<file path="src/rtl/core_ctrl_pkg.sv">
/*
 * core controller types
 * PC source selection and the controller status seen by the trap checker
 */
package core_ctrl_pkg;

  // --------------------------------------------------
  // PC source
  // --------------------------------------------------
  // selects where the next fetch address comes from when pc_set is high
  // the two trap sources are the ones the trap checker cares about
  typedef enum logic [2:0] {
    PC_BOOT     = 3'd0,
    PC_JUMP     = 3'd1,
    PC_BRANCH   = 3'd2,
    PC_MRET     = 3'd3,
    PC_TRAP_EXC = 3'd4,
    PC_TRAP_DBE = 3'd5,
    PC_TRAP_IRQ = 3'd6
  } pc_mux_e;

  // --------------------------------------------------
  // controller status
  // --------------------------------------------------
  // pc_set marks the cycle in which the controller redirects the PC
  typedef struct packed {
    logic    pc_set;
    pc_mux_e pc_mux;
  } ctrl_fsm_t;

endpackage

</file>
<file path="src/rtl/obi_mon_pkg.sv">
/*
 * OBI observation types
 * describes one observed OBI request/response channel and the
 * phase status that a channel monitor reports for it
 */
package obi_mon_pkg;

  // --------------------------------------------------
  // counter sizing
  // --------------------------------------------------
  // width of the outstanding transaction counter, which saturates at 2**CNT_W - 1
  localparam int unsigned CNT_W = 4;

  // --------------------------------------------------
  // observed channel
  // --------------------------------------------------
  // the four handshake wires of one OBI channel as seen by a monitor
  // address and payload are of no interest here and are left out
  typedef struct packed {
    logic req;
    logic gnt;
    logic rvalid;
    logic rready;
  } obi_bus_t;

  // --------------------------------------------------
  // reported status
  // --------------------------------------------------
  // every field is a flop and follows the sampled channel by one cycle
  typedef struct packed {
    // req was high without gnt, so the address phase continues
    logic             addr_ph_cont;
    // rvalid was high without rready, so the response phase continues
    logic             resp_ph_cont;
    // number of granted requests still waiting for their response
    logic [CNT_W-1:0] outstanding;
    // a response completed while nothing was outstanding
    logic             resp_viol;
  } obi_phase_t;

endpackage

</file>
<file path="src/rtl/obi_phase_monitor.sv">
/*
 * OBI phase monitor
 * watches one OBI channel and reports held address and response
 * phases, the outstanding transaction count and responses that
 * arrive with nothing outstanding, all one cycle after the event
 */
module obi_phase_monitor #(
  parameter int unsigned CNT_W = obi_mon_pkg::CNT_W
) (
  input  logic                    clk_i,
  input  logic                    rst_ni,
  input  obi_mon_pkg::obi_bus_t   bus_i,
  output obi_mon_pkg::obi_phase_t phase_o
);

  // --------------------------------------------------
  // parameter check
  // --------------------------------------------------
  // the status struct carries the package counter width, so the two must agree
  if (CNT_W != obi_mon_pkg::CNT_W) begin : g_cnt_w_check
    $error("counter width must match the width of obi_phase_t.outstanding");
  end

  localparam logic [CNT_W-1:0] CNT_MAX = {CNT_W{1'b1}};

  // --------------------------------------------------
  // phase decode
  // --------------------------------------------------
  logic addr_done;
  logic resp_done;

  // an address phase ends when the request is granted
  assign addr_done = bus_i.req & bus_i.gnt;
  // a response phase ends when the manager takes the response
  assign resp_done = bus_i.rvalid & bus_i.rready;

  // --------------------------------------------------
  // status flops
  // --------------------------------------------------
  logic             addr_ph_cont_q;
  logic             resp_ph_cont_q;
  logic [CNT_W-1:0] cnt_q;
  logic             resp_viol_q;

  always_ff @(posedge clk_i or negedge rst_ni) begin
    if (!rst_ni) begin
      addr_ph_cont_q <= 1'b0;
      resp_ph_cont_q <= 1'b0;
      cnt_q          <= '0;
      resp_viol_q    <= 1'b0;
    end else begin
      // a held phase is a valid side that the other side did not accept
      addr_ph_cont_q <= bus_i.req & ~bus_i.gnt;
      resp_ph_cont_q <= bus_i.rvalid & ~bus_i.rready;

      // both phases ending together leave the count where it is
      if (addr_done && !resp_done) begin
        // stick at the top rather than wrap back to zero
        if (cnt_q != CNT_MAX) begin
          cnt_q <= cnt_q + 1'b1;
        end
      end else if (resp_done && !addr_done) begin
        if (cnt_q != '0) begin
          cnt_q <= cnt_q - 1'b1;
        end
      end

      // only a lone response at zero counts as a violation, and only for one cycle
      resp_viol_q <= resp_done & ~addr_done & (cnt_q == '0);
    end
  end

  assign phase_o.addr_ph_cont = addr_ph_cont_q;
  assign phase_o.resp_ph_cont = resp_ph_cont_q;
  assign phase_o.outstanding  = cnt_q;
  assign phase_o.resp_viol    = resp_viol_q;

  // --------------------------------------------------
  // assertions
  // --------------------------------------------------
  // a full counter must never roll over to zero on the next cycle
  a_no_wrap: assert property (
    @(posedge clk_i) disable iff (!rst_ni)
    (cnt_q == CNT_MAX) |=> (cnt_q != '0)
  ) else $error("outstanding counter wrapped from maximum to zero");

endmodule

</file>
<file path="src/rtl/support_logic.sv">
/*
 * bus observation top level
 * one phase monitor per OBI channel and a trap ordering checker on
 * the data channel, which is entry 0 of the channel array
 */
module support_logic #(
  parameter int unsigned NUM_BUS = 5,
  parameter int unsigned CNT_W   = obi_mon_pkg::CNT_W
) (
  input  logic                     clk_i,
  input  logic                     rst_ni,

  // observed channels, entry 0 is the core data channel
  input  obi_mon_pkg::obi_bus_t    bus_i [NUM_BUS],

  // controller status and retirement pulse from the core
  input  core_ctrl_pkg::ctrl_fsm_t ctrl_i,
  input  logic                     retire_i,

  // per channel phase status, same order as bus_i
  output obi_mon_pkg::obi_phase_t  phase_o [NUM_BUS],

  // a data request went out after a trap and before retirement
  output logic                     req_after_trap_o
);

  // --------------------------------------------------
  // channel monitors
  // --------------------------------------------------
  // every channel gets the same monitor and nothing is shared between them
  for (genvar i = 0; i < NUM_BUS; i++) begin : g_mon
    obi_phase_monitor #(
      .CNT_W (CNT_W)
    ) obi_phase_monitor_i (
      .clk_i   (clk_i),
      .rst_ni  (rst_ni),
      .bus_i   (bus_i[i]),
      .phase_o (phase_o[i])
    );
  end

  // --------------------------------------------------
  // trap ordering
  // --------------------------------------------------
  // only the data channel matters for trap ordering
  trap_req_checker trap_req_checker_i (
    .clk_i            (clk_i),
    .rst_ni           (rst_ni),
    .data_bus_i       (bus_i[0]),
    .ctrl_i           (ctrl_i),
    .retire_i         (retire_i),
    .req_after_trap_o (req_after_trap_o)
  );

endmodule

</file>
<file path="src/rtl/trap_req_checker.sv">
/*
 * trap ordering checker
 * flags a data request that follows a granted one after a trap,
 * before the next instruction retires
 */
module trap_req_checker (
  input  logic                     clk_i,
  input  logic                     rst_ni,
  input  obi_mon_pkg::obi_bus_t    data_bus_i,
  input  core_ctrl_pkg::ctrl_fsm_t ctrl_i,
  input  logic                     retire_i,
  output logic                     req_after_trap_o
);

  // --------------------------------------------------
  // trap decode
  // --------------------------------------------------
  logic trap;

  // exceptions and debug entry count as traps, interrupts and jumps do not
  assign trap = ctrl_i.pc_set &&
                ((ctrl_i.pc_mux == core_ctrl_pkg::PC_TRAP_EXC) ||
                 (ctrl_i.pc_mux == core_ctrl_pkg::PC_TRAP_DBE));

  // --------------------------------------------------
  // trap window tracking
  // --------------------------------------------------
  // high from a trap until the next retirement
  logic trap_active_q;
  // the data grant of the previous cycle, so one more cycle of history
  logic gnt_q;
  logic req_after_trap_q;
  logic req_after_gnt;

  // a new request right after a grant means the LSU kept issuing
  assign req_after_gnt = data_bus_i.req & gnt_q;

  always_ff @(posedge clk_i or negedge rst_ni) begin
    if (!rst_ni) begin
      trap_active_q    <= 1'b0;
      gnt_q            <= 1'b0;
      req_after_trap_q <= 1'b0;
    end else begin
      gnt_q <= data_bus_i.gnt;

      if (trap) begin
        // the trap cycle itself already counts
        trap_active_q <= 1'b1;
        if (req_after_gnt) begin
          req_after_trap_q <= 1'b1;
        end
      end else if (retire_i) begin
        // retirement closes the window and drops any earlier report
        trap_active_q    <= 1'b0;
        req_after_trap_q <= 1'b0;
      end else if (trap_active_q && req_after_gnt) begin
        req_after_trap_q <= 1'b1;
      end
    end
  end

  assign req_after_trap_o = req_after_trap_q;

  // --------------------------------------------------
  // assertions
  // --------------------------------------------------
  // the controller and the retirement port must never agree on the same cycle
  a_trap_not_retire: assert property (
    @(posedge clk_i) disable iff (!rst_ni)
    !(trap && retire_i)
  ) else $error("trap and retirement seen in the same cycle");

endmodule

</file>
<file path="config.mk">
export PLATFORM = sky130hd
export DESIGN_NAME = support_logic
export DESIGN_NICKNAME = d
export VERILOG_FILES = /design/src/rtl/core_ctrl_pkg.sv /design/src/rtl/obi_mon_pkg.sv /design/src/rtl/obi_phase_monitor.sv /design/src/rtl/support_logic.sv /design/src/rtl/trap_req_checker.sv
export SDC_FILE = /design/constraint.sdc
export NUM_CORES = 1
export LEC_CHECK = 0
export BUFFER_PORTS_ARGS = -buffer_cell sky130_fd_sc_hd__buf_2
export CAP_MARGIN = 10
export CORE_MARGIN = 1.5
export CORE_UTILIZATION = 47
export CTS_CLUSTER_SIZE = 12
export DETAILED_ROUTE_END_ITERATION = 8
export HOLD_SLACK_MARGIN = 0.15
export PLACE_DENSITY_LB_ADDON = 0.12
export RECOVER_POWER = 25
export SETUP_SLACK_MARGIN = 0.2
export SLEW_MARGIN = 20
export SYNTH_ARGS = -nofsm -noshare
export SYNTH_HDL_FRONTEND = slang
export SYNTH_SLANG_ARGS = --single-unit
</file>
<file path="constraint.sdc">
create_clock -name clk_i -period 1.6 [get_ports clk_i]
set_input_delay 0.48 -clock clk_i [delete_from_list [all_inputs] [get_ports clk_i]]
set_output_delay 0.48 -clock clk_i [all_outputs]
set_load 0.005 [all_outputs]
</file>
==> results.toml <==
[outcome]
outcome = "complete, but fails checks"
violations_in_the_final_reports = "setup timing"

[placed_design]
placement.io_buffers = 61
place.gp.congestion = 0.795
dp_hpwl_um = 3820
dp_slack_ns = -0.401

[timing]
rsz_0062_raised_after_global_routing = "yes"
worst_slew_margin_rel_pct = 63.1
skew_ns = 0.00638
tns_ns = -1.19
final_count_of_negative_setup_slack_endpoints = 16
worst_pin_slew_ns = 0.554
final-hold-violation-count = 0
smallest_hold_slack_ns = 0.338
final.setup.worst_slack_ns = -0.136
final.period_utilization_pct = 108
max_freq_mhz = 576
final_max_slew_viols = 0
finalWorstPathRequiredPeriod_ns = 1.74

[power]
power_density_cells_mw_per_mm2 = 1660
total_leakage_power_uw = 0.00170
max-vdd-ir-drop_mv = 1.11
total_power_uw = 6030

[detailed_routing]
drt-vias-per-instance = 5.24
drt-total-wl_um = 5780
drt-wirelength-per-cell_um = 15.0
drc_errors = 0
detailedRoute.firstIterationViolations = 79
final_antenna_net_count = 0
firstDrtPassIters = 5
num_vias = 2021

[layout]
fin_util_pct = 82.8
insertedDiodeCount = 0
area_growth_pct = 67.8
design.final.nets = 371
layout-drive-gt1-share_pct = 59.6
num-fill-cells = 260

[floorplan]
num_rows = 24
die_h_um = 70.8
floorplan.die_area_mm2 = 0.00502
core-area_mm2 = 0.00438
floorplan.initialDensity_pct = 49.3
fp.dieW_um = 70.8
boundaryPins = 63

[logic_synthesis]
yosys_most_used_dff = "dfrtp_1"
mappedNetlistArea_mm2 = 0.00216
synth.distinct_cells = 40
yosysSeqAreaShare_pct = 44.0
syn_nets = 236
leading_cell_type_by_number_of_instances_after_synthesis = "dfrtp_1"
syn-mean-instance-area_um2 = 10.9
synth-edff-count = 0
synthArstFlopShare_pct = 100
synth_top_area_share_pct = 44.0
synth_common_cells = "dfrtp_1, buf_4, nand2_1, nor2b_1"
synth.top_cells.by_area = "dfrtp_1, ha_1, buf_4, mux2_1, xor2_1"
ys_warn_count = 0
ys_seq_elements = 38
netlist_instances = 198
library_cell_occupying_the_most_area_in_the_post_synthesis_netlist = "dfrtp_1"

[setup_path]
slowest_stage_cell_on_the_critical_path = "or4_4"
worstSetupEndpointType = "flop"
slowest_delay_ns = 0.56
crit_type = "reg2reg"
crit_arrival_ns = 1.91
critical_path_peak_fanout = 3
timing.reg2reg.setup_slack_ns = -0.14
worstPathCellList = "or4_4 > nor2b_4 > a21o_1 > mux2_4"
critPathRequiredTime_ns = 1.78
timing.critical_path.from_type = "flop"

[global_routing]
global_route.usage.total_pct = 23.4
grt_use_met2_pct = 40.0
grt_pass1_vias = 2018
global_route.usage.met3_pct = 5.56
antenna_violations_before_repair = 0
pin_count_of_the_biggest_net_entering_global_routing = 21
global_route.overflow_total = 0
globalRouteMet1Util_pct = 29.8
grt_most_used_layer = "met2"
grt_first_pass_wirelength_um = 9300

[cts]
htreeDepth = 2
clk_path_buf_depth = 2
clk_root_buffer_cell = "clkbuf_8"
cts-buffers-inserted = 5
cts.sink_count = 38
tritoncts = "yes"
cts.clk_slew.worst_paths_ns = 0.08
worst_skew_pair.late_latency_ns = 0.29

[job]
max_cap_violations = 0

[worst_hold_path]
min-delay-path-class = "in2reg"
## cells in the final DEF, fill, tap and decap left out, types with 4 or more instances in the layout
cell type | netlist | routed
buf_4 | 15 | 50
buf_6 | 0 | 48
dfrtp_1 | 38 | 34
buf_2 | 1 | 34
clkbuf_1 | 2 | 11
nor2b_1 | 11 | 10
mux2_4 | 0 | 10
xor2_1 | 9 | 8
nand2_1 | 13 | 8
xnor2_1 | 8 | 8
nor2_1 | 8 | 8
nand4_1 | 7 | 7
clkbuf_8 | 0 | 6
or4_4 | 1 | 5
nand3_1 | 5 | 5
ha_4 | 0 | 5
a21oi_1 | 9 | 4
a21oi_2 | 0 | 4
dfrtp_2 | 0 | 4
## power breakdown
part,switching (uW),total [uW],internal (uW),leakage (uW)
sequential,227,1480,1250,0.000461
combinational,1460,3850,2390,0.00120
clock,351,697,347,0.0000472
## final cells by class
cell class | instances | area (um2) | area share, %
sequential | 38 | 956 | 26.3
tap | 52 | 65.1 | 1.79
inverter | 3 | 11.3 | 0.310
timing repair buffer | 146 | 1160 | 32.0
clock inverter | 2 | 12.5 | 0.345
multi-input combinational | 139 | 1340 | 36.9
clock buffer | 6 | 82.6 | 2.27
## cells by family (layout without fill, tap and decap cells)
family	Yosys count	in the layout	synth area share, %
AO/OA/AOI/OAI	33	33	10.7
XOR/XNOR	17	17	6.88
adder cells (fa/ha/maj)	11	11	6.71
buffers and inverters	21	157	6.30
flip-flops	38	38	44.0
multiplexers	12	12	6.71
AND/OR/NAND/NOR	66	66	18.7
## timing repair
item / 4_1_cts / 5_1_grt
hold endpoints to repair: 12 / 0
hold buffers: 1 / 0
setup endpoints to repair: 40 / 41
pin swaps: 15 / 5
buffers inserted: 15 / 10
gates resized for setup: 51 / 9
## sequential cells by signal, summed over array words and instances (netlist names)
register / count
g_mon.obi_phase_monitor_i.resp_viol_q: 5
trap_req_checker_i.gnt_q: 1
trap_req_checker_i.trap_active_q: 1
trap_req_checker_i.req_after_trap_o: 1
g_mon.obi_phase_monitor_i.cnt_q: 20
g_mon.obi_phase_monitor_i.resp_ph_cont_q: 5
g_mon.obi_phase_monitor_i.addr_ph_cont_q: 5
## path summary, 6_finish.rpt
check	startpoint	endpoint	cells after the start
hold reg to reg	trap_req_checker_i.trap_active_q$_DFFE_PN0P_	trap_req_checker_i.trap_active_q$_DFFE_PN0P_	2
max in group asynchronous	rst_ni	g_mon[0].obi_phase_monitor_i.cnt_q[1]$_DFFE_PN0P_	3
setup / recovery	g_mon[2].obi_phase_monitor_i.cnt_q[3]$_DFFE_PN0P_	g_mon[2].obi_phase_monitor_i.cnt_q[2]$_DFFE_PN0P_	4
min in group asynchronous	rst_ni	g_mon[3].obi_phase_monitor_i.cnt_q[3]$_DFFE_PN0P_	2
hold / removal	bus_i[10]	g_mon[2].obi_phase_monitor_i.addr_ph_cont_q$_DFF_PN0_	2
setup reg to reg	g_mon[2].obi_phase_monitor_i.cnt_q[3]$_DFFE_PN0P_	g_mon[2].obi_phase_monitor_i.cnt_q[2]$_DFFE_PN0P_	4
## routing by layer
layer  share of wire (%)  wire length [um]
met1                  43              2470
met2                  52              2990
met3                 4.3               248
met4                 1.3                74
met5                   0                 0
## stage by stage
stage | instances | cell area [um2]
3_5_place_dp | 352 | 3090
3_3_place_gp | 352 | 3090
6_report | 386 | 3630
5_1_grt | 386 | 3630
2_1_floorplan | 198 | 2400
4_1_cts | 376 | 3540
## critical path: cells and delay by family, from the launching register on
kind            cells  cell delay, ns
simple gates        2            0.71
flops               1            0.41
mux                 1            0.31
compound gates      1            0.21
(Power assumes the default switching activity.)
